$ cat config.mk
export PLATFORM = sky130hd
export DESIGN_NAME = soc_top
export DESIGN_NICKNAME = d
export VERILOG_FILES = /design/src/source/axil_pkg.sv /design/src/source/soc_map_pkg.sv /design/src/source/reset_gen.sv /design/src/source/axil_slice.sv /design/src/source/axil_xbar.sv /design/src/source/clint.sv /design/src/source/boot_rom.sv /design/src/source/soc_top.sv
export SDC_FILE = /design/constraint.sdc
export NUM_CORES = 1
export LEC_CHECK = 0
export ABC_AREA = 1
export BUFFER_PORTS_ARGS = -buffer_cell sky130_fd_sc_hd__buf_2
export CAP_MARGIN = 10
export CELL_PAD_IN_SITES_DETAIL_PLACEMENT = 0
export CELL_PAD_IN_SITES_GLOBAL_PLACEMENT = 1
export CORE_MARGIN = 2
export CORE_UTILIZATION = 48
export DETAILED_ROUTE_END_ITERATION = 6
export PLACE_DENSITY_LB_ADDON = 0.25
export RECOVER_POWER = 50
export SETUP_SLACK_MARGIN = 0.15
export SLEW_MARGIN = 40
export SYNTH_ARGS = -nofsm -noshare
export SYNTH_HDL_FRONTEND = slang
export SYNTH_SLANG_ARGS = --single-unit
$ cat constraint.sdc
create_clock -name clk -period 9 [get_ports clk]
set_input_delay 1.8 -clock clk [delete_from_list [all_inputs] [get_ports clk]]
set_output_delay 1.8 -clock clk [all_outputs]
set_load 0.1 [all_outputs]
$ cat src/source/axil_pkg.sv
/*
 * AXI4-Lite bus definitions: widths, response codes,
 * per-channel payload structs and the request/response bundles
 */
`default_nettype none

package axil_pkg;

  localparam int unsigned AddrWidth = 32;
  localparam int unsigned DataWidth = 64;
  localparam int unsigned StrbWidth = DataWidth / 8;

  typedef enum logic [1:0] {
    RESP_OKAY   = 2'b00,
    RESP_SLVERR = 2'b10,
    RESP_DECERR = 2'b11
  } resp_e;

  typedef struct packed {
    logic [AddrWidth-1:0] addr;
    logic [2:0]           prot;
  } aw_t;

  typedef struct packed {
    logic [AddrWidth-1:0] addr;
    logic [2:0]           prot;
  } ar_t;

  typedef struct packed {
    logic [DataWidth-1:0] data;
    logic [StrbWidth-1:0] strb;
  } w_t;

  typedef struct packed {
    resp_e resp;
  } b_t;

  typedef struct packed {
    logic [DataWidth-1:0] data;
    resp_e                resp;
  } r_t;

  // master -> slave
  typedef struct packed {
    aw_t  aw;
    logic aw_valid;
    w_t   w;
    logic w_valid;
    logic b_ready;
    ar_t  ar;
    logic ar_valid;
    logic r_ready;
  } req_t;

  // slave -> master
  typedef struct packed {
    logic aw_ready;
    logic w_ready;
    b_t   b;
    logic b_valid;
    logic ar_ready;
    r_t   r;
    logic r_valid;
  } resp_t;

endpackage

`default_nettype wire

$ cat src/source/soc_map_pkg.sv
/*
 * SoC address map: region indices, base and length of the boot ROM
 * and the CLINT, CLINT register offsets and the boot image contents
 */
`default_nettype none

package soc_map_pkg;

  localparam int unsigned NrSlaves = 2;

  typedef enum logic [0:0] {
    ROM_IDX   = 1'b0,
    CLINT_IDX = 1'b1
  } slave_idx_e;

  localparam logic [31:0] RomBase     = 32'h0001_0000;
  localparam logic [31:0] RomLength   = 32'h0001_0000;
  localparam logic [31:0] ClintBase   = 32'h0200_0000;
  localparam logic [31:0] ClintLength = 32'h0000_C000;

  // clint register offsets, 64-bit aligned
  localparam logic [15:0] MsipOffset     = 16'h0000;
  localparam logic [15:0] MtimecmpOffset = 16'h4000;
  localparam logic [15:0] MtimeOffset    = 16'hBFF8;

  localparam int unsigned BootImageWords = 8;

  localparam logic [63:0] BootImage [BootImageWords] = '{
    64'h0000_0013_0000_0000, 64'h0000_0013_0000_0101,
    64'h0000_0013_0000_0202, 64'h0000_0013_0000_0303,
    64'h0000_0013_0000_0404, 64'h0000_0013_0000_0505,
    64'h0000_0013_0000_0606, 64'h0000_0013_0000_0707
  };

endpackage

`default_nettype wire

$ cat src/source/reset_gen.sv
/*
 * System reset generator: PLL lock combined with the external
 * reset, asserted asynchronously, released through a flop chain
 */
`timescale 1ns/1ps
`default_nettype none

module reset_gen #(
  parameter int unsigned SyncStages = 2
) (
  input  wire logic clk,
  input  wire logic ndmreset_n,
  input  wire logic pll_locked_i,
  output logic      sys_rst_n_o
);

  logic                  rst_comb_n;
  logic [SyncStages-1:0] sync_q;

  assign rst_comb_n = ndmreset_n & pll_locked_i;

  always_ff @(posedge clk or negedge rst_comb_n) begin
    if (!rst_comb_n) begin
      sync_q <= '0;
    end else begin
      sync_q <= (sync_q << 1) | SyncStages'(1); // shift in ones
    end
  end

  assign sys_rst_n_o = sync_q[SyncStages-1];

  // the system must never run without a locked clock
  assert property (@(posedge clk) !pll_locked_i |-> !sys_rst_n_o);

endmodule

`default_nettype wire

$ cat src/source/axil_slice.sv
/*
 * Single-entry register slice for a valid/ready channel,
 * payload type set by parameter
 */
`timescale 1ns/1ps
`default_nettype none

module axil_slice #(
  parameter type payload_t = logic
) (
  input  wire logic     clk,
  input  wire logic     rst_n_i,
  input  wire logic     in_valid_i,
  output logic          in_ready_o,
  input  wire payload_t in_data_i,
  output logic          out_valid_o,
  input  wire logic     out_ready_i,
  output payload_t      out_data_o
);

  logic     full_q;
  payload_t data_q;

  // refill in the same cycle the held item leaves
  assign in_ready_o  = !full_q || out_ready_i;
  assign out_valid_o = full_q;
  assign out_data_o  = data_q;

  always_ff @(posedge clk or negedge rst_n_i) begin
    if (!rst_n_i) begin
      full_q <= 1'b0;
    end else if (in_ready_o) begin
      full_q <= in_valid_i;
    end
  end

  always_ff @(posedge clk) begin
    if (in_valid_i && in_ready_o) begin
      data_q <= in_data_i;
    end
  end

  assert property (@(posedge clk) disable iff (!rst_n_i)
    out_valid_o && !out_ready_i |=> out_valid_o && $stable(out_data_o));

endmodule

`default_nettype wire

$ cat src/source/axil_xbar.sv
/*
 * AXI4-Lite interconnect for one master with address decode,
 * target tracking for one read and one write in flight, register
 * slices on AR and R, and a decode-error responder for unmapped space
 */
`timescale 1ns/1ps
`default_nettype none

module axil_xbar (
  input  wire logic            clk,
  input  wire logic            rst_n_i,
  input  wire axil_pkg::req_t  slv_req_i,
  output axil_pkg::resp_t      slv_resp_o,
  output axil_pkg::req_t       mst_req_o [soc_map_pkg::NrSlaves],
  input  wire axil_pkg::resp_t mst_resp_i [soc_map_pkg::NrSlaves]
);

  localparam int unsigned NrTgt  = soc_map_pkg::NrSlaves + 1;
  localparam int unsigned ErrIdx = soc_map_pkg::NrSlaves; // last target
  localparam int unsigned SelW   = $clog2(NrTgt);

  axil_pkg::req_t  tgt_req  [NrTgt];
  axil_pkg::resp_t tgt_resp [NrTgt];

  axil_pkg::ar_t   ar_out;
  axil_pkg::r_t    r_in;
  axil_pkg::r_t    r_out;
  logic            ar_in_valid, ar_in_ready, ar_out_valid, ar_out_ready;
  logic            r_in_valid, r_in_ready, r_out_valid;
  logic [SelW-1:0] rd_sel, rd_sel_q, wr_sel, wr_sel_q;
  logic            rd_busy_q, rd_pend_q, wr_pend_q;
  logic            err_b_q, err_r_q;

  function automatic logic [SelW-1:0] decode(input logic [axil_pkg::AddrWidth-1:0] addr);
    if ((addr - soc_map_pkg::RomBase) < soc_map_pkg::RomLength) begin
      return SelW'(soc_map_pkg::ROM_IDX);
    end
    if ((addr - soc_map_pkg::ClintBase) < soc_map_pkg::ClintLength) begin
      return SelW'(soc_map_pkg::CLINT_IDX);
    end
    return SelW'(ErrIdx);
  endfunction

  assign rd_sel = decode(ar_out.addr);
  assign wr_sel = decode(slv_req_i.aw.addr);

  // --------------------------------------------------
  // read path
  // --------------------------------------------------
  assign ar_in_valid = slv_req_i.ar_valid && !rd_busy_q; // one read at a time

  axil_slice #(.payload_t(axil_pkg::ar_t)) ar_slice_i (
    .clk         (clk),
    .rst_n_i     (rst_n_i),
    .in_valid_i  (ar_in_valid),
    .in_ready_o  (ar_in_ready),
    .in_data_i   (slv_req_i.ar),
    .out_valid_o (ar_out_valid),
    .out_ready_i (ar_out_ready),
    .out_data_o  (ar_out)
  );

  assign ar_out_ready = tgt_resp[rd_sel].ar_ready;
  assign r_in         = tgt_resp[rd_sel_q].r;
  assign r_in_valid   = rd_pend_q && tgt_resp[rd_sel_q].r_valid;

  axil_slice #(.payload_t(axil_pkg::r_t)) r_slice_i (
    .clk         (clk),
    .rst_n_i     (rst_n_i),
    .in_valid_i  (r_in_valid),
    .in_ready_o  (r_in_ready),
    .in_data_i   (r_in),
    .out_valid_o (r_out_valid),
    .out_ready_i (slv_req_i.r_ready),
    .out_data_o  (r_out)
  );

  // --------------------------------------------------
  // routing
  // --------------------------------------------------
  always_comb begin
    for (int i = 0; i < NrTgt; i++) begin
      tgt_req[i]          = '0;
      tgt_req[i].aw       = slv_req_i.aw;
      tgt_req[i].w        = slv_req_i.w;
      tgt_req[i].ar       = ar_out;
      tgt_req[i].aw_valid = slv_req_i.aw_valid && !wr_pend_q && (wr_sel == SelW'(i));
      tgt_req[i].w_valid  = slv_req_i.w_valid && !wr_pend_q && (wr_sel == SelW'(i));
      tgt_req[i].b_ready  = slv_req_i.b_ready && wr_pend_q && (wr_sel_q == SelW'(i));
      tgt_req[i].ar_valid = ar_out_valid && (rd_sel == SelW'(i));
      tgt_req[i].r_ready  = r_in_ready && rd_pend_q && (rd_sel_q == SelW'(i));
    end
    for (int i = 0; i < soc_map_pkg::NrSlaves; i++) begin
      mst_req_o[i] = tgt_req[i];
    end
  end

  always_comb begin
    for (int i = 0; i < soc_map_pkg::NrSlaves; i++) begin
      tgt_resp[i] = mst_resp_i[i];
    end
    // error responder takes AW and W together like the real slaves
    tgt_resp[ErrIdx]          = '0;
    tgt_resp[ErrIdx].aw_ready = tgt_req[ErrIdx].aw_valid && tgt_req[ErrIdx].w_valid && !err_b_q;
    tgt_resp[ErrIdx].w_ready  = tgt_req[ErrIdx].aw_valid && tgt_req[ErrIdx].w_valid && !err_b_q;
    tgt_resp[ErrIdx].b_valid  = err_b_q;
    tgt_resp[ErrIdx].b.resp   = axil_pkg::RESP_DECERR;
    tgt_resp[ErrIdx].ar_ready = tgt_req[ErrIdx].ar_valid && !err_r_q;
    tgt_resp[ErrIdx].r_valid  = err_r_q;
    tgt_resp[ErrIdx].r.resp   = axil_pkg::RESP_DECERR; // data stays zero
  end

  always_comb begin
    slv_resp_o          = '0;
    slv_resp_o.aw_ready = !wr_pend_q && tgt_resp[wr_sel].aw_ready;
    slv_resp_o.w_ready  = !wr_pend_q && tgt_resp[wr_sel].w_ready;
    slv_resp_o.b        = tgt_resp[wr_sel_q].b;
    slv_resp_o.b_valid  = wr_pend_q && tgt_resp[wr_sel_q].b_valid;
    slv_resp_o.ar_ready = ar_in_valid && ar_in_ready;
    slv_resp_o.r        = r_out;
    slv_resp_o.r_valid  = r_out_valid;
  end

  always_ff @(posedge clk or negedge rst_n_i) begin
    if (!rst_n_i) begin
      rd_busy_q <= 1'b0;
      rd_pend_q <= 1'b0;
      rd_sel_q  <= '0;
      wr_pend_q <= 1'b0;
      wr_sel_q  <= '0;
      err_b_q   <= 1'b0;
      err_r_q   <= 1'b0;
    end else begin
      if (ar_in_valid && ar_in_ready) begin
        rd_busy_q <= 1'b1;
      end else if (r_out_valid && slv_req_i.r_ready) begin
        rd_busy_q <= 1'b0;
      end
      if (ar_out_valid && ar_out_ready) begin
        rd_pend_q <= 1'b1;
        rd_sel_q  <= rd_sel;
      end else if (r_in_valid && r_in_ready) begin
        rd_pend_q <= 1'b0;
      end
      if (slv_req_i.aw_valid && slv_resp_o.aw_ready) begin
        wr_pend_q <= 1'b1;
        wr_sel_q  <= wr_sel;
      end else if (slv_resp_o.b_valid && slv_req_i.b_ready) begin
        wr_pend_q <= 1'b0;
      end
      if (tgt_req[ErrIdx].aw_valid && tgt_resp[ErrIdx].aw_ready) begin
        err_b_q <= 1'b1;
      end else if (tgt_req[ErrIdx].b_ready) begin
        err_b_q <= 1'b0;
      end
      if (tgt_req[ErrIdx].ar_valid && tgt_resp[ErrIdx].ar_ready) begin
        err_r_q <= 1'b1;
      end else if (tgt_req[ErrIdx].r_ready) begin
        err_r_q <= 1'b0;
      end
    end
  end

  // target stays put until its response has been taken
  assert property (@(posedge clk) disable iff (!rst_n_i)
    rd_pend_q && !(r_in_valid && r_in_ready) |=> rd_pend_q && $stable(rd_sel_q));
  assert property (@(posedge clk) disable iff (!rst_n_i)
    wr_pend_q && !(slv_resp_o.b_valid && slv_req_i.b_ready) |=> wr_pend_q && $stable(wr_sel_q));

endmodule

`default_nettype wire

$ cat src/source/clint.sv
/*
 * Core-local interruptor behind an AXI4-Lite slave: msip,
 * 64-bit mtimecmp and mtime with byte strobes, real-time
 * prescaler, timer and software interrupt outputs
 */
`timescale 1ns/1ps
`default_nettype none

module clint #(
  parameter int unsigned RtcDiv = 2
) (
  input  wire logic            clk,
  input  wire logic            rst_n_i,
  input  wire axil_pkg::req_t  req_i,
  output axil_pkg::resp_t      resp_o,
  output logic                 timer_irq_o,
  output logic                 ipi_o
);

  localparam int unsigned CntW = (RtcDiv > 1) ? $clog2(RtcDiv) : 1;

  logic                           msip_q;
  logic [63:0]                    mtimecmp_q, mtime_q;
  logic [CntW-1:0]                div_cnt_q;
  logic                           tick;
  logic                           wr_hs, rd_hs;
  logic                           b_valid_q, r_valid_q;
  logic [15:0]                    wr_off, rd_off;
  logic [axil_pkg::DataWidth-1:0] rd_data, r_data_q;

  function automatic logic [63:0] apply_strb(input logic [63:0] old_val,
                                             input logic [63:0] new_val,
                                             input logic [axil_pkg::StrbWidth-1:0] strb);
    logic [63:0] res;
    res = old_val;
    for (int b = 0; b < axil_pkg::StrbWidth; b++) begin
      if (strb[b]) res[8*b +: 8] = new_val[8*b +: 8];
    end
    return res;
  endfunction

  assign wr_off = req_i.aw.addr[15:0];
  assign rd_off = req_i.ar.addr[15:0];
  assign wr_hs  = req_i.aw_valid && req_i.w_valid && !b_valid_q;
  assign rd_hs  = req_i.ar_valid && !r_valid_q;
  assign tick   = (div_cnt_q == CntW'(RtcDiv - 1));

  always_comb begin
    resp_o          = '0;
    resp_o.aw_ready = wr_hs;
    resp_o.w_ready  = wr_hs;
    resp_o.b_valid  = b_valid_q;
    resp_o.b.resp   = axil_pkg::RESP_OKAY;
    resp_o.ar_ready = rd_hs;
    resp_o.r_valid  = r_valid_q;
    resp_o.r.data   = r_data_q;
    resp_o.r.resp   = axil_pkg::RESP_OKAY;
  end

  // --------------------------------------------------
  // register file
  // --------------------------------------------------
  always_comb begin
    rd_data = '0; // holes read zero
    if (rd_off[15:3] == soc_map_pkg::MsipOffset[15:3]) begin
      rd_data = {63'b0, msip_q};
    end else if (rd_off[15:3] == soc_map_pkg::MtimecmpOffset[15:3]) begin
      rd_data = mtimecmp_q;
    end else if (rd_off[15:3] == soc_map_pkg::MtimeOffset[15:3]) begin
      rd_data = mtime_q;
    end
  end

  always_ff @(posedge clk or negedge rst_n_i) begin
    if (!rst_n_i) begin
      msip_q     <= 1'b0;
      mtimecmp_q <= '1;
      mtime_q    <= '0;
      div_cnt_q  <= '0;
      b_valid_q  <= 1'b0;
      r_valid_q  <= 1'b0;
    end else begin
      div_cnt_q <= tick ? '0 : div_cnt_q + 1'b1;
      if (tick) mtime_q <= mtime_q + 64'd1;
      if (wr_hs) begin
        b_valid_q <= 1'b1;
        if (wr_off[15:3] == soc_map_pkg::MsipOffset[15:3] && req_i.w.strb[0]) begin
          msip_q <= req_i.w.data[0];
        end
        if (wr_off[15:3] == soc_map_pkg::MtimecmpOffset[15:3]) begin
          mtimecmp_q <= apply_strb(mtimecmp_q, req_i.w.data, req_i.w.strb);
        end
        if (wr_off[15:3] == soc_map_pkg::MtimeOffset[15:3]) begin
          mtime_q <= apply_strb(mtime_q, req_i.w.data, req_i.w.strb); // beats the tick
        end
      end else if (req_i.b_ready) begin
        b_valid_q <= 1'b0;
      end
      if (rd_hs) begin
        r_valid_q <= 1'b1;
      end else if (req_i.r_ready) begin
        r_valid_q <= 1'b0;
      end
    end
  end

  always_ff @(posedge clk) begin
    if (rd_hs) r_data_q <= rd_data;
  end

  assign timer_irq_o = (mtime_q >= mtimecmp_q);
  assign ipi_o       = msip_q;

  assert property (@(posedge clk) $rose(rst_n_i) |-> !timer_irq_o);

endmodule

`default_nettype wire

$ cat src/source/boot_rom.sv
/*
 * Boot ROM as a read-only AXI4-Lite slave,
 * words past RomWords read zero, writes get SLVERR
 */
`timescale 1ns/1ps
`default_nettype none

module boot_rom #(
  parameter int unsigned RomWords = soc_map_pkg::BootImageWords
) (
  input  wire logic           clk,
  input  wire logic           rst_n_i,
  input  wire axil_pkg::req_t req_i,
  output axil_pkg::resp_t     resp_o
);

  localparam int unsigned OffW = $clog2(soc_map_pkg::RomLength);
  localparam int unsigned IdxW = $clog2(soc_map_pkg::BootImageWords);

  logic                           wr_hs, rd_hs;
  logic                           b_valid_q, r_valid_q;
  logic [OffW-4:0]                rd_idx;
  logic [axil_pkg::DataWidth-1:0] r_data_q;

  assign rd_idx = req_i.ar.addr[OffW-1:3]; // word index
  assign wr_hs  = req_i.aw_valid && req_i.w_valid && !b_valid_q;
  assign rd_hs  = req_i.ar_valid && !r_valid_q;

  always_comb begin
    resp_o          = '0;
    resp_o.aw_ready = wr_hs;
    resp_o.w_ready  = wr_hs;
    resp_o.b_valid  = b_valid_q;
    resp_o.b.resp   = axil_pkg::RESP_SLVERR; // read-only
    resp_o.ar_ready = rd_hs;
    resp_o.r_valid  = r_valid_q;
    resp_o.r.data   = r_data_q;
    resp_o.r.resp   = axil_pkg::RESP_OKAY;
  end

  always_ff @(posedge clk or negedge rst_n_i) begin
    if (!rst_n_i) begin
      b_valid_q <= 1'b0;
      r_valid_q <= 1'b0;
    end else begin
      if (wr_hs) b_valid_q <= 1'b1;
      else if (req_i.b_ready) b_valid_q <= 1'b0;
      if (rd_hs) r_valid_q <= 1'b1;
      else if (req_i.r_ready) r_valid_q <= 1'b0;
    end
  end

  always_ff @(posedge clk) begin
    if (rd_hs) begin
      r_data_q <= (rd_idx < RomWords) ? soc_map_pkg::BootImage[rd_idx[IdxW-1:0]] : '0;
    end
  end

  initial assert (RomWords <= soc_map_pkg::BootImageWords);

endmodule

`default_nettype wire

$ cat src/source/soc_top.sv
/*
 * SoC memory-mapped core: reset generation, interconnect,
 * boot ROM and CLINT
 */
`timescale 1ns/1ps
`default_nettype none

module soc_top #(
  parameter int unsigned SyncStages = 2,
  parameter int unsigned RtcDiv     = 2,
  parameter int unsigned RomWords   = soc_map_pkg::BootImageWords
) (
  input  wire logic           clk,
  input  wire logic           ndmreset_n,
  input  wire logic           pll_locked_i,
  input  wire axil_pkg::req_t axil_req_i,
  output axil_pkg::resp_t     axil_resp_o,
  output logic                timer_irq_o,
  output logic                ipi_o
);

  logic            sys_rst_n;
  axil_pkg::req_t  tgt_req  [soc_map_pkg::NrSlaves];
  axil_pkg::resp_t tgt_resp [soc_map_pkg::NrSlaves];

  reset_gen #(.SyncStages(SyncStages)) reset_gen_i (
    .clk          (clk),
    .ndmreset_n   (ndmreset_n),
    .pll_locked_i (pll_locked_i),
    .sys_rst_n_o  (sys_rst_n)
  );

  axil_xbar xbar_i (
    .clk        (clk),
    .rst_n_i    (sys_rst_n),
    .slv_req_i  (axil_req_i),
    .slv_resp_o (axil_resp_o),
    .mst_req_o  (tgt_req),
    .mst_resp_i (tgt_resp)
  );

  boot_rom #(.RomWords(RomWords)) boot_rom_i (
    .clk     (clk),
    .rst_n_i (sys_rst_n),
    .req_i   (tgt_req[soc_map_pkg::ROM_IDX]),
    .resp_o  (tgt_resp[soc_map_pkg::ROM_IDX])
  );

  clint #(.RtcDiv(RtcDiv)) clint_i (
    .clk         (clk),
    .rst_n_i     (sys_rst_n),
    .req_i       (tgt_req[soc_map_pkg::CLINT_IDX]),
    .resp_o      (tgt_resp[soc_map_pkg::CLINT_IDX]),
    .timer_irq_o (timer_irq_o),
    .ipi_o       (ipi_o)
  );

endmodule

`default_nettype wire

Word-level counts from Yosys, hierarchy flattened
Memories as Yosys holds them, arrays and structs flattened. A register that Yosys moved wholly into a read port is not among the register bits.
Cells that the tools add are included.
{"block": "word_totals", "romBits": 512, "mem_bits_rw": 0, "word_cells": 218, "regBits": 309, "n_memories": 1, "latchBits": 0, "output_inout_bits": 75}
{"name": "(no name shown)", "depth": 8, "width": 64, "rd": 1, "rd_clocked_by_memory_dff": 1, "write_ports": 0, "line": "boot_rom.sv:55", "rtl": "r_data_q <= (rd_idx < RomWords) ? soc_map_pkg::BootImage[rd_idx[IdxW-1:0]] : '0;"}
{"block": "classes", "n_eq_ne": 20, "magnitude_cmp": 10, "n_addsub": 6, "n_mul": 0, "mux": 59, "n_div": 0, "bitwise": 6, "shift": 0, "n_reduce_logical": 79}
{"operator": "$bmux 73 s2", "n": 4}
{"operator": "$mux 64", "n": 5}
{"operator": "$mux 73", "n": 2}
{"operator": "$mux 71", "n": 2}
{"operator": "$mux 68", "n": 2}
{"operator": "$mux 67", "n": 2}
{"operator": "$add 64x1->64 const B", "n": 1}
{"operator": "$ge 64x64->1", "n": 1}
{"operator": "$lt 32x16->1 const B", "n": 2}
{"operator": "$lt 32x17->1 const B", "n": 2}
{"operator": "$mux 8", "n": 8}
{"operator": "$sub 32x17->32 const B", "n": 2}
{"operator": "$sub 32x26->32 const B", "n": 2}
{"operator": "$logic_and 1x1->1", "n": 42}
{"operator": "$eq 13x12->1 const B", "n": 2}
{"operator": "$eq 13x13->1 const B", "n": 2}
{"operator": "$logic_not 13->1", "n": 2}
{"operator": "$mux 1", "n": 26}
{"operator": "$ne 3x3->1 const B", "n": 8}
{"operator": "$reduce_and 3->1", "n": 8}
{"operator": "$reduce_bool 2->1", "n": 9}
{"operator": "$mux 2", "n": 8}
{"operator": "$lt 13x4->1 const B", "n": 1}
{"operator": "$ge 3x3->1 const B", "n": 4}
{"operator": "10 further kinds", "n": 33}

Longest topological paths before layout
Gate-level depths: netlist (run 1).
{"block": "depth", "depth_word": 17, "ltp_mapped": 15, "ltp_nobuf": 15}

Hierarchy
From an unflattened synthesis (run 1), not the netlist that was laid out.
{"block": "hier_totals", "hier_cells": 2721, "area_unflattened_um2": 21670.8}
{"module": "clint", "cells_each": 1794, "area_each_um2": 13541.7, "instances": 1}
{"module": "axil_xbar", "cells_each": 709, "area_each_um2": 4129.0, "instances": 1}
{"module": "axil_slice (xbar_i.r_slice_i)", "cells_each": 72, "area_each_um2": 2026.9, "instances": 1}
{"module": "axil_slice (xbar_i.ar_slice_i)", "cells_each": 41, "area_each_um2": 1096.1, "instances": 1}
{"module": "boot_rom", "cells_each": 100, "area_each_um2": 815.8, "instances": 1}
{"module": "reset_gen", "cells_each": 5, "area_each_um2": 61.3, "instances": 1}

Worst setup path after synthesis (run 1)
Ideal clock, no wire load.
{"block": "synth_path", "path_kind": "flip-flop to output port", "from": "register xbar_i.ar_slice_i.data_q, in the netlist xbar_i.ar_slice_i.out_data_o[28]", "to": "output port axil_resp_o[67] in the netlist's numbering", "slack_ns": 1.673, "path_stages_with_launch": 11, "arrival_time_ns": 5.527, "required_ns": 7.200, "path_cell_list": "edfxtp_1 > inv_1 > ha_1 > nand4_1 > nor4_1 > nand3_1 > nor2_1 > nor2_1 > nand3_1 > nand2_1 > inv_1"}
{"item": "start: declaration", "line": "axil_slice.sv:22", "rtl": "payload_t data_q;"}
{"item": "start signal: assignment", "line": "axil_slice.sv:39", "rtl": "data_q <= in_data_i;"}
{"item": "end: declaration", "line": "soc_top.sv:17", "rtl": "output axil_pkg::resp_t axil_resp_o,"}

==> reports/metrics.cfg, run 1 <==
[timing]
setup_viol = 0
post-route-min-period_ns = 5.784
rsz0062_at_grt = no
fmax_mhz = 172.9
layout_setup_ws_ns = 3.216
setup_tns_ns = 0
timing.final.max_slew_violations = 254
max_slew_margin = -1.638
finalCritPeriodShare = 0.6427
whs_ns = 0.3369
hold_viol_final = 0
worst_slew_pin_slew_ns = 3.956
fin_skew_ns = 0.02365

[routing]
firstDrtPassIters = 5
drc_errors = 0
antenna_left = 0
vias = 14880
wl_um = 48950
wire_per_inst_um = 17.50
vias_per_cell = 5.318
drtIter0Drc = 1105

[place]
port_buffers = 212
dp_hpwl_um = 35800
place_ws_ns = 3.396
placed_cells = 2730
placed_area_mm2 = 0.01916
gp_congestion = 0.9099

[status]
violations = capacitance limit, slew limit
status = complete, but fails checks

[global_routing]
grt_pass1_wl_um = 77940
overflow = 0
grt_use_total = 0.2575
grt_start_max_net_pins = 70
antenna_found_initial = 2
grt_pass1_vias = 14450

[floorplan]
rows = 70
ios = 225
dieArea_mm2 = 0.03854
coreArea_mm2 = 0.03652
die_x_um = 196.3
die_h_um = 196.3
start_util = 0.4861

[setup_path]
critPathMaxStageDelay_ns = 0.43
critPathMaxFanout = 6
crit_type = input pin to output pin
crit_top_cell = inv_1
critPathBufInv = 5
crit_chain = buf_2 -> inv_1 -> ha_1 -> inv_1 -> o21ai_0 -> a21oi_1 -> nand2_2 -> nor2_1 -> nand2_4 -> nand2_1 -> inv_1 -> nand2_1 -> buf_2
critical-path-top-delay-family = buffers and inverters
end_kind = output pin
slowest_stage = buf_2
worstPathArrival_ns = 3.98
start_kind = input pin
crit_required_ns = 7.20

[clocking]
cts_buffer_depth = 3
cts_htree_levels = 2
ctsResizeCount = 0
cts_sinks = 309
cts-root-buf = clkbuf_16
clk_pin_slew_ns = 0.06
cts_tree = yes
hold_buffers = 0
cts_buffers = 37
post-cts-setup-buffers = 0
clkLatencyLatePin_ns = 0.55

[synth]
synth_area_mm2 = 0.01775
synthesis.nets = 2327
ys.flop_type = edfxtp_1
synth_cell_types = 51
seq_area_frac_synth = 0.4857
ys_warn_count = 0
synth_edf_count = 162
synth_largest_area_cell = edfxtp_1
yosysTopAreaCellShare = 0.2740
synth_cells = 2109
ys_ff_latch = 309
synth.top_cells.by_area = edfxtp_1, dfrtp_1, nand2_1, dfstp_2, inv_1
synth_async_sr_flop_share = 0.4757
avgSynthCellArea_um2 = 8.418

[final_layout]
register_area_mm2 = 0.008627
drive_above_1_share = 0.1927
multi_input_area_mm2 = 0.007417
n_antenna_cell = 0
final_nets = 2519
nFillCells = 3419
design_area_mm2 = 0.02040
area_growth_syn_to_layout_pct = 14.88
final_cells = 2798

[job]
drv_cap = 4

[power]
p_per_area_mw_per_mm2 = 204.6
ir_worst_vdd_v = 0.0001614
leakage_nw = 9.242

[worst_hold_path]
hold_class = register to asynchronous set/reset pin

## layout by cell type (no fill, tap or decap), types with 13 or more instances in the layout
cell type    n
nor2_2      13
o21ai_1     20
nand2_1    474
nor4_1      14
nor3_1      34
o211ai_1    86
ha_1        68
nand3_1    143
clkbuf_16   37
dfrtp_1     82
o21ai_2     40
nor2_1     186
xor2_1      35
a21oi_1     38
inv_1      351
dfstp_2     64
buf_2      212
edfxtp_1   162
o21ai_0    115
nand4_1     42
## sequential cells by signal (all words and copies together) (netlist names), 4 cells and up
| name | count |
|---|---|
| boot_rom_i.r_data_q | 4 |
| xbar_i.ar_slice_i.out_data_o | 29 |
| clint_i.r_data_q | 64 |
| clint_i.mtime_q | 64 |
| clint_i.mtimecmp_q | 64 |
| xbar_i.r_slice_i.out_data_o | 65 |
## worst paths after layout
kind	startpoint	to	slack, ns	cells after the start
setup / recovery	axil_req_i[140]	axil_resp_o[71]	3.22	13
hold reg to reg	reset_gen_i.sync_q[1]	clint_i.mtime_q[2]	0.34	0
min in group clk	reset_gen_i.sync_q[0]	reset_gen_i.sync_q[1]	0.35	0
max in group asynchronous	reset_gen_i.sync_q[1]	clint_i.mtime_q[36]	4.41	1
hold / removal	reset_gen_i.sync_q[1]	clint_i.mtime_q[2]	0.34	0
setup reg to reg	reset_gen_i.sync_q[1]	clint_i.mtime_q[36]	4.41	1
## area by class of cell
cell class,instances,area share
well taps,468,0.02871
flip-flops and latches,309,0.4230
repair buffers,223,0.05589
clock buffers,43,0.04846
multi-input cells,1370,0.3637
inverters,360,0.06650
clock inverters,25,0.01380
## per-stage QoR
stage	power (W)	util
after floorplan	0.002495	-
after global placement	0.002657	0.5240
after detailed placement	0.002673	0.5247
after CTS	0.004216	0.5595
after global routing	0.004311	0.5584
final	0.004174	0.5584
## where the power goes
group / total [W] / internal, W / switching, W
Sequential: 0.00173 / 0.00164 / 0.0000849
Combinational: 0.000910 / 0.000112 / 0.000798
Clock: 0.00154 / 0.000914 / 0.000621
## kinds of logic after synthesis
group	Yosys count	share of synthesized area
adders and majority gates	68	0.04792
xor gates and xnor gates	36	0.01776
AOI/OAI and AO/OA	313	0.1120
other	1	0.0002112
DFF	309	0.4857
and+or+nand+nor	952	0.2388
buffers and inverters	430	0.09754
## cells in the mapped netlist, types with 2 or more instances
| cell type | count |
|---|---|
| xor2_1 | 35 |
| o21a_1 | 2 |
| or2_2 | 5 |
| dfrtp_1 | 83 |
| buf_4 | 9 |
| dfstp_2 | 64 |
| nor2_4 | 6 |
| a21oi_1 | 38 |
| nand2_2 | 6 |
| inv_2 | 7 |
| clkbuf_1 | 29 |
| inv_1 | 352 |
| nand3_2 | 3 |
| nor4_1 | 14 |
| nor3_2 | 4 |
| nand2_1 | 476 |
| o21ai_2 | 40 |
| nand3_4 | 6 |
| nor3_1 | 35 |
| a22oi_1 | 2 |
| o211ai_1 | 86 |
| nand3b_1 | 4 |
| o21ai_1 | 20 |
| nor2_1 | 187 |
| edfxtp_1 | 162 |
| buf_2 | 15 |
| buf_1 | 9 |
| nor2_2 | 12 |
| nand4_1 | 42 |
| buf_6 | 8 |
| a22oi_2 | 4 |
| nor3b_1 | 2 |
| ha_1 | 68 |
| nand3_1 | 143 |
| o21ai_0 | 115 |
## per-layer routing
layer	GRT usage	wire length [um]	vias to the layer above	part of all wire
met3	0.05123	3508	84	0.072
met1	0.3645	22470	6980	0.46
met2	0.4025	21700	477	0.44
met4	0.07351	1247	4	0.025
met5	0	22	-	0.00045
li1	-	-	7335	-
(Power assumes the default switching activity.)
==> inputs of run 2 (changes only) <==
--- a/config.mk
+++ b/config.mk
@@ -11,7 +11,7 @@
 export CELL_PAD_IN_SITES_DETAIL_PLACEMENT = 0
 export CELL_PAD_IN_SITES_GLOBAL_PLACEMENT = 1
 export CORE_MARGIN = 2
-export CORE_UTILIZATION = 48
+export CORE_UTILIZATION = 40
 export DETAILED_ROUTE_END_ITERATION = 6
 export PLACE_DENSITY_LB_ADDON = 0.25
 export RECOVER_POWER = 50
==> constraint.sdc (replaced) <==
create_clock -name clk -period 5.1 [get_ports clk]
set_input_delay 1.02 -clock clk [delete_from_list [all_inputs] [get_ports clk]]
set_output_delay 1.02 -clock clk [all_outputs]
set_load 0.1 [all_outputs]
==> run 2 against run 1 <==
Effect of this change:
- die area increased by 20%
- total power up 70%
- critical endpoint is now axil_resp_o[72]
- critical path depth stayed put
- combinational power up 84%
- worst setup slack lost 2.5 ns
- the run still ends with capacitance limit, slew limit left
- first-iteration DRC count increased by 7.0%
- non-clock buffer count grew 6
- register-to-register slack worse by 3.4 ns
- clock skew rose by 0.0032 ns
- clock power increased by 58%
- sequential share of layout area rose by 0.12 points
- hold slack got worse by 0.014 ns
==> reports/metrics.cfg, run 2 (synthesis results as in run 1) <==
[status]
status = complete, but fails checks
violations = capacitance limit, slew limit

[timing]
setup_viol = 0
fmax_mhz = 226.1
hold_viol_final = 0
timing.final.max_slew_violations = 254
max_slew_margin = -0.9334
finalCritPeriodShare = 0.8674
worst_slew_pin_slew_ns = 2.900
post-route-min-period_ns = 4.424
fin_skew_ns = 0.02689
rsz0062_at_grt = no
setup_tns_ns = 0

[global_routing]
antenna_found_initial = 5
overflow = 0
grt_use_total = 0.2225
grt_pass1_vias = 14330
grt_pass1_wl_um = 80520
grt_start_max_net_pins = 89

[setup_path]
r2r-end = xbar_i.r_slice_i.out_data_o[58]
critPathBufInv = 5
reg2regPathDepth = 7
worstPathArrival_ns = 3.40
critPathMaxFanout = 6
critPathMaxStageDelay_ns = 0.43
regToRegSetupSlack_ns = 1.06
crit_required_ns = 4.08
start_kind = input pin
crit_chain = clkbuf_1 -> inv_1 -> ha_1 -> inv_1 -> o21ai_0 -> a21oi_1 -> nand2_2 -> nor2_1 -> nand2_1 -> nand2_1 -> inv_1 -> nand2_1 -> buf_2
r2r-start = xbar_i.rd_sel_q[1]
end_kind = output pin
critical-path-top-delay-family = simple AND/OR/NAND/NOR gates
slowest_stage = buf_2
crit_type = input pin to output pin

[floorplan]
die_h_um = 214.7
ios = 225
dieArea_mm2 = 0.04609
die_x_um = 214.7
coreArea_mm2 = 0.04403
rows = 77
start_util = 0.4032

[clocking]
cts_tree = yes
cts_buffers = 37
hold_buffers = 0
clk_pin_slew_ns = 0.06
cts_buffer_depth = 3
cts-root-buf = clkbuf_16
post-cts-setup-buffers = 0
clkLatencyLatePin_ns = 0.56
cts_htree_levels = 2
cts_sinks = 309
ctsResizeCount = 0

[routing]
vias = 14740
drc_errors = 0
firstDrtPassIters = 7
wire_per_inst_um = 17.48
antenna_left = 0
drtIter0Drc = 1182
vias_per_cell = 5.033
wl_um = 51180

[final_layout]
drive_above_1_share = 0.1597
final_cell_mix = nand2_1, inv_1, nor2_1
nFillCells = 4470
register_area_mm2 = 0.008626
area_growth_syn_to_layout_pct = 14.54
largest_reg_flops = 65
final_cells = 2928
multi_input_area_mm2 = 0.007408
final_nets = 2525
final_common_cell = nand2_1

[job]
drv_cap = 4

[place]
placed_cells = 2860
dp_hpwl_um = 38180
gp_congestion = 0.8940
port_buffers = 212

[power]
leakage_nw = 8.967
ir_worst_vdd_v = 0.0003832
p_per_area_mw_per_mm2 = 348.5

[worst_hold_path]
hold_class = input pin to asynchronous set/reset pin

[run 2: cell types whose count changed in the layout (fill, tap and decap cells not counted), sizes merged]
cell,delta
diode,+1
buf,-65
clkbuf,+79
bufinv,-4
inv,-1
clkinv,-3
clkinvlp,-1
[run 2: tightest hold or removal path, cell delays in order]
cell	delay, ns
buf_2	0.07
nand2_1	0.04
inv_1	0.07
[run 2: worst max-delay path by stage]
stage,from,endpoint,slack [ns],cells past startpoint
finish,axil_req_i[140],axil_resp_o[72],0.68,13
global route,xbar_i.ar_slice_i.out_data_o[31],axil_resp_o[67],0.44,9
CTS,xbar_i.ar_slice_i.out_data_o[32],axil_resp_o[67],0.69,9
detailed placement,axil_req_i[141],axil_resp_o[71],1.08,16
global placement,axil_req_i[141],axil_resp_o[72],1.11,16
floorplan,xbar_i.ar_slice_i.out_data_o[28],axil_resp_o[67],0.44,10
[run 2: cell type report]
cell class	instances	share of cell area
Sequential cell	309	0.4242
Multi-Input combinational cell	1370	0.3643
Clock inverter	16	0.004369
Tap cell	592	0.03643
Antenna cell	1	0.0001231
Clock buffer	51	0.04966
Inverter	360	0.06670
Timing Repair Buffer	229	0.05421
[run 2: stage by stage]
stage	hold WS, ns	util	power (W)	setup WS, ns	instance area [um2]
5_1_grt	0.3256	0.4618	0.007350	0.4419	20330
3_5_place_dp	0.2405	0.4401	0.004745	1.084	19380
3_3_place_gp	0.3386	0.4396	0.004729	1.113	19350
4_1_cts	0.2328	0.4651	0.007207	0.6939	20480
6_report	0.3234	0.4618	0.007086	0.6764	20330
2_1_floorplan	0.3312	-	0.004402	0.4403	17760
[run 2: where the power goes]
group          switching (W)  internal [W]
Combinational        0.00150      0.000171
Sequential         0.0000739       0.00290
Clock                0.00105       0.00139
Total                0.00262       0.00446
[run 2: routing by layer]
| layer | share of wire | track usage | up-vias |
|---|---|---|---|
| met5 | 0.00057 | 0 | - |
| met2 | 0.45 | 0.3488 | 371 |
| met3 | 0.055 | 0.04085 | 70 |
| met1 | 0.48 | 0.3167 | 6941 |
| li1 | - | - | 7350 |
| met4 | 0.023 | 0.05880 | 6 |
==> inputs of run 3 (changes only) <==
--- a/config.mk
+++ b/config.mk
@@ -10,7 +10,6 @@
 export CAP_MARGIN = 10
 export CELL_PAD_IN_SITES_DETAIL_PLACEMENT = 0
 export CELL_PAD_IN_SITES_GLOBAL_PLACEMENT = 1
-export CORE_MARGIN = 2
 export CORE_UTILIZATION = 40
 export DETAILED_ROUTE_END_ITERATION = 6
 export PLACE_DENSITY_LB_ADDON = 0.25
==> run 3 against run 2 <==
Effect of this change:
- the flow still finishes with violations (capacitance limit, slew limit)
- maximum frequency decreased by 2.4%
- largest power group unchanged
- global-route usage grew 0.72 points
- routed wire length fell by 0.55%
- critical path depth is 3 lower
- utilization rose by 0.87 points
- clock skew fell by 0.0025 ns
- combinational power is essentially flat
- worst setup slack lost 0.11 ns
- total power up 3.4%
==> reports/metrics.cfg, run 3 (synthesis results as in run 1) <==
[timing]
setup_viol = 0
post-route-min-period_ns = 4.532
rsz0062_at_grt = no
worst_slew_pin_slew_ns = 2.256
setup_tns_ns = 0
max_slew_margin = -0.5041
hold_viol_final = 0
finalCritPeriodShare = 0.8887
fmax_mhz = 220.6
timing.final.max_slew_violations = 184
fin_skew_ns = 0.02438

[global_routing]
overflow = 0
grt_start_max_net_pins = 78
grt_pass1_vias = 14240
grt_use_total = 0.2297
antenna_found_initial = 4
grt_pass1_wl_um = 79710

[floorplan]
rows = 76
coreArea_mm2 = 0.04346
die_x_um = 212.7
ios = 225
start_util = 0.4085
die_h_um = 212.7
dieArea_mm2 = 0.04523

[power]
p_int_w = 0.004664
ir_worst_vdd_v = 0.0003380
p_sw_w = 0.002661
leakage_nw = 9.039
p_comb_frac = 0.227
p_per_area_mw_per_mm2 = 358.2
p_seq_frac = 0.407
pwr-share-clk = 0.365
p_sw_frac = 0.3633

[final_layout]
final_common_cell = nand2_1
drive_above_1_share = 0.1657
design_area_mm2 = 0.02045
final_nets = 2524
area_growth_syn_to_layout_pct = 15.17
final_cell_mix = nand2_1, inv_1, nor2_1
largest_reg_flops = 65

[setup_path]
crit_required_ns = 4.08
reg2regPathDepth = 1
critPathMaxFanout = 30
end_kind = output pin
crit_type = register to output pin
start_kind = register
worstPathArrival_ns = 3.51

[routing]
wl_um = 50900
drtIter0Drc = 1099
vias_per_cell = 5.054
vias = 14760
antenna_left = 0
wire_per_inst_um = 17.42
drc_errors = 0
firstDrtPassIters = 5

[clocking]
clk_pin_slew_ns = 0.06
cts_sinks = 309
ctsResizeCount = 0
clkLatencyLatePin_ns = 0.56
hold_buffers = 0
cts-root-buf = clkbuf_16
cts_tree = yes
cts_buffer_depth = 3
cts_buffers = 37
cts_htree_levels = 2
post-cts-setup-buffers = 0

[place]
placed_area_mm2 = 0.01936
gp_congestion = 0.9148
port_buffers = 212
dp_hpwl_um = 37830

[status]
violations = capacitance limit, slew limit
status = complete, but fails checks

[worst_hold_path]
hold_class = input pin to asynchronous set/reset pin

[job]
drv_cap = 3

==> run 3: changes by cell type in the layout (fill, tap and decap cells not counted), moves of 2 or more <==
cell	before	now
clkinv_1	7	3
buf_2	143	146
bufinv_16	0	3
clkbuf_8	1	6
inv_6	0	2
clkbuf_1	83	75
clkinv_2	6	8
==> run 3: cell type report <==
type,count,area [um2]
well taps,585,732.0
repair buffers,228,1090
flip-flops and latches,309,8626
clock inverters,17,181.4
multi-input cells,1370,7420
clock buffers,51,1039
fillers,4360,23010
inverters,360,1358
diodes,1,2.502
==> run 3: power by group through the flow <==
stage	logic (W)	registers (W)	clock network, W
floorplan	0.000393	0.00401	0
global placement	0.00170	0.00302	0
detailed placement	0.00172	0.00302	0
CTS	0.00172	0.00298	0.00274
global route	0.00175	0.00301	0.00284
finish	0.00167	0.00298	0.00268
==> run 3: routing by layer <==
metal  routed length, um  vias to the layer above  track usage  part of all wire
li1                    -                     7343            -                 -
met1               24050                     6963       0.3221              0.47
met2               22730                      383       0.3599              0.45
met3                3037                       68      0.04692             0.060
met4                1042                        6      0.06078             0.020
met5                  35                        -            0           0.00069
==> run 3: final timing paths <==
| path | startpoint | to | slack [ns] |
|---|---|---|---|
| min in group clk | reset_gen_i.sync_q[0] | reset_gen_i.sync_q[1] | 0.36 |
| max | xbar_i.ar_slice_i.out_data_o[32] | axil_resp_o[67] | 0.57 |
| min reg2reg | reset_gen_i.sync_q[0] | reset_gen_i.sync_q[1] | 0.36 |
| max in group asynchronous | reset_gen_i.sync_q[1] | xbar_i.rd_sel_q[1] | 1.63 |
| min | pll_locked_i | reset_gen_i.sync_q[0] | 0.32 |
| max reg2reg | reset_gen_i.sync_q[1] | xbar_i.rd_sel_q[1] | 1.63 |
==> run 3: per-stage QoR <==
stage | hold slack (ns) | power (W) | setup WS, ns | utilization | cells
floorplan | 0.3312 | 0.004402 | 0.4403 | - | 2109
global placement | 0.3391 | 0.004720 | 1.116 | 0.4447 | 2851
detailed placement | 0.3143 | 0.004741 | 1.085 | 0.4455 | 2852
CTS | 0.2972 | 0.007439 | 0.5224 | 0.4736 | 2920
global route | 0.3179 | 0.007597 | 0.2624 | 0.4705 | 2920
finish | 0.3226 | 0.007325 | 0.5678 | 0.4705 | 2921
==> run 3: critical path, cell delays in order, from the launching register on <==
cell	delay [ns]
edfxtp_1	0.35
or2_2	0.31
nor4_1	0.19
nand3_1	0.17
nor3_1	0.63
nor2_1	0.17
nand3_1	0.14
nand2_1	0.09
inv_1	0.06
buf_4	0.33
buf_2	0.50
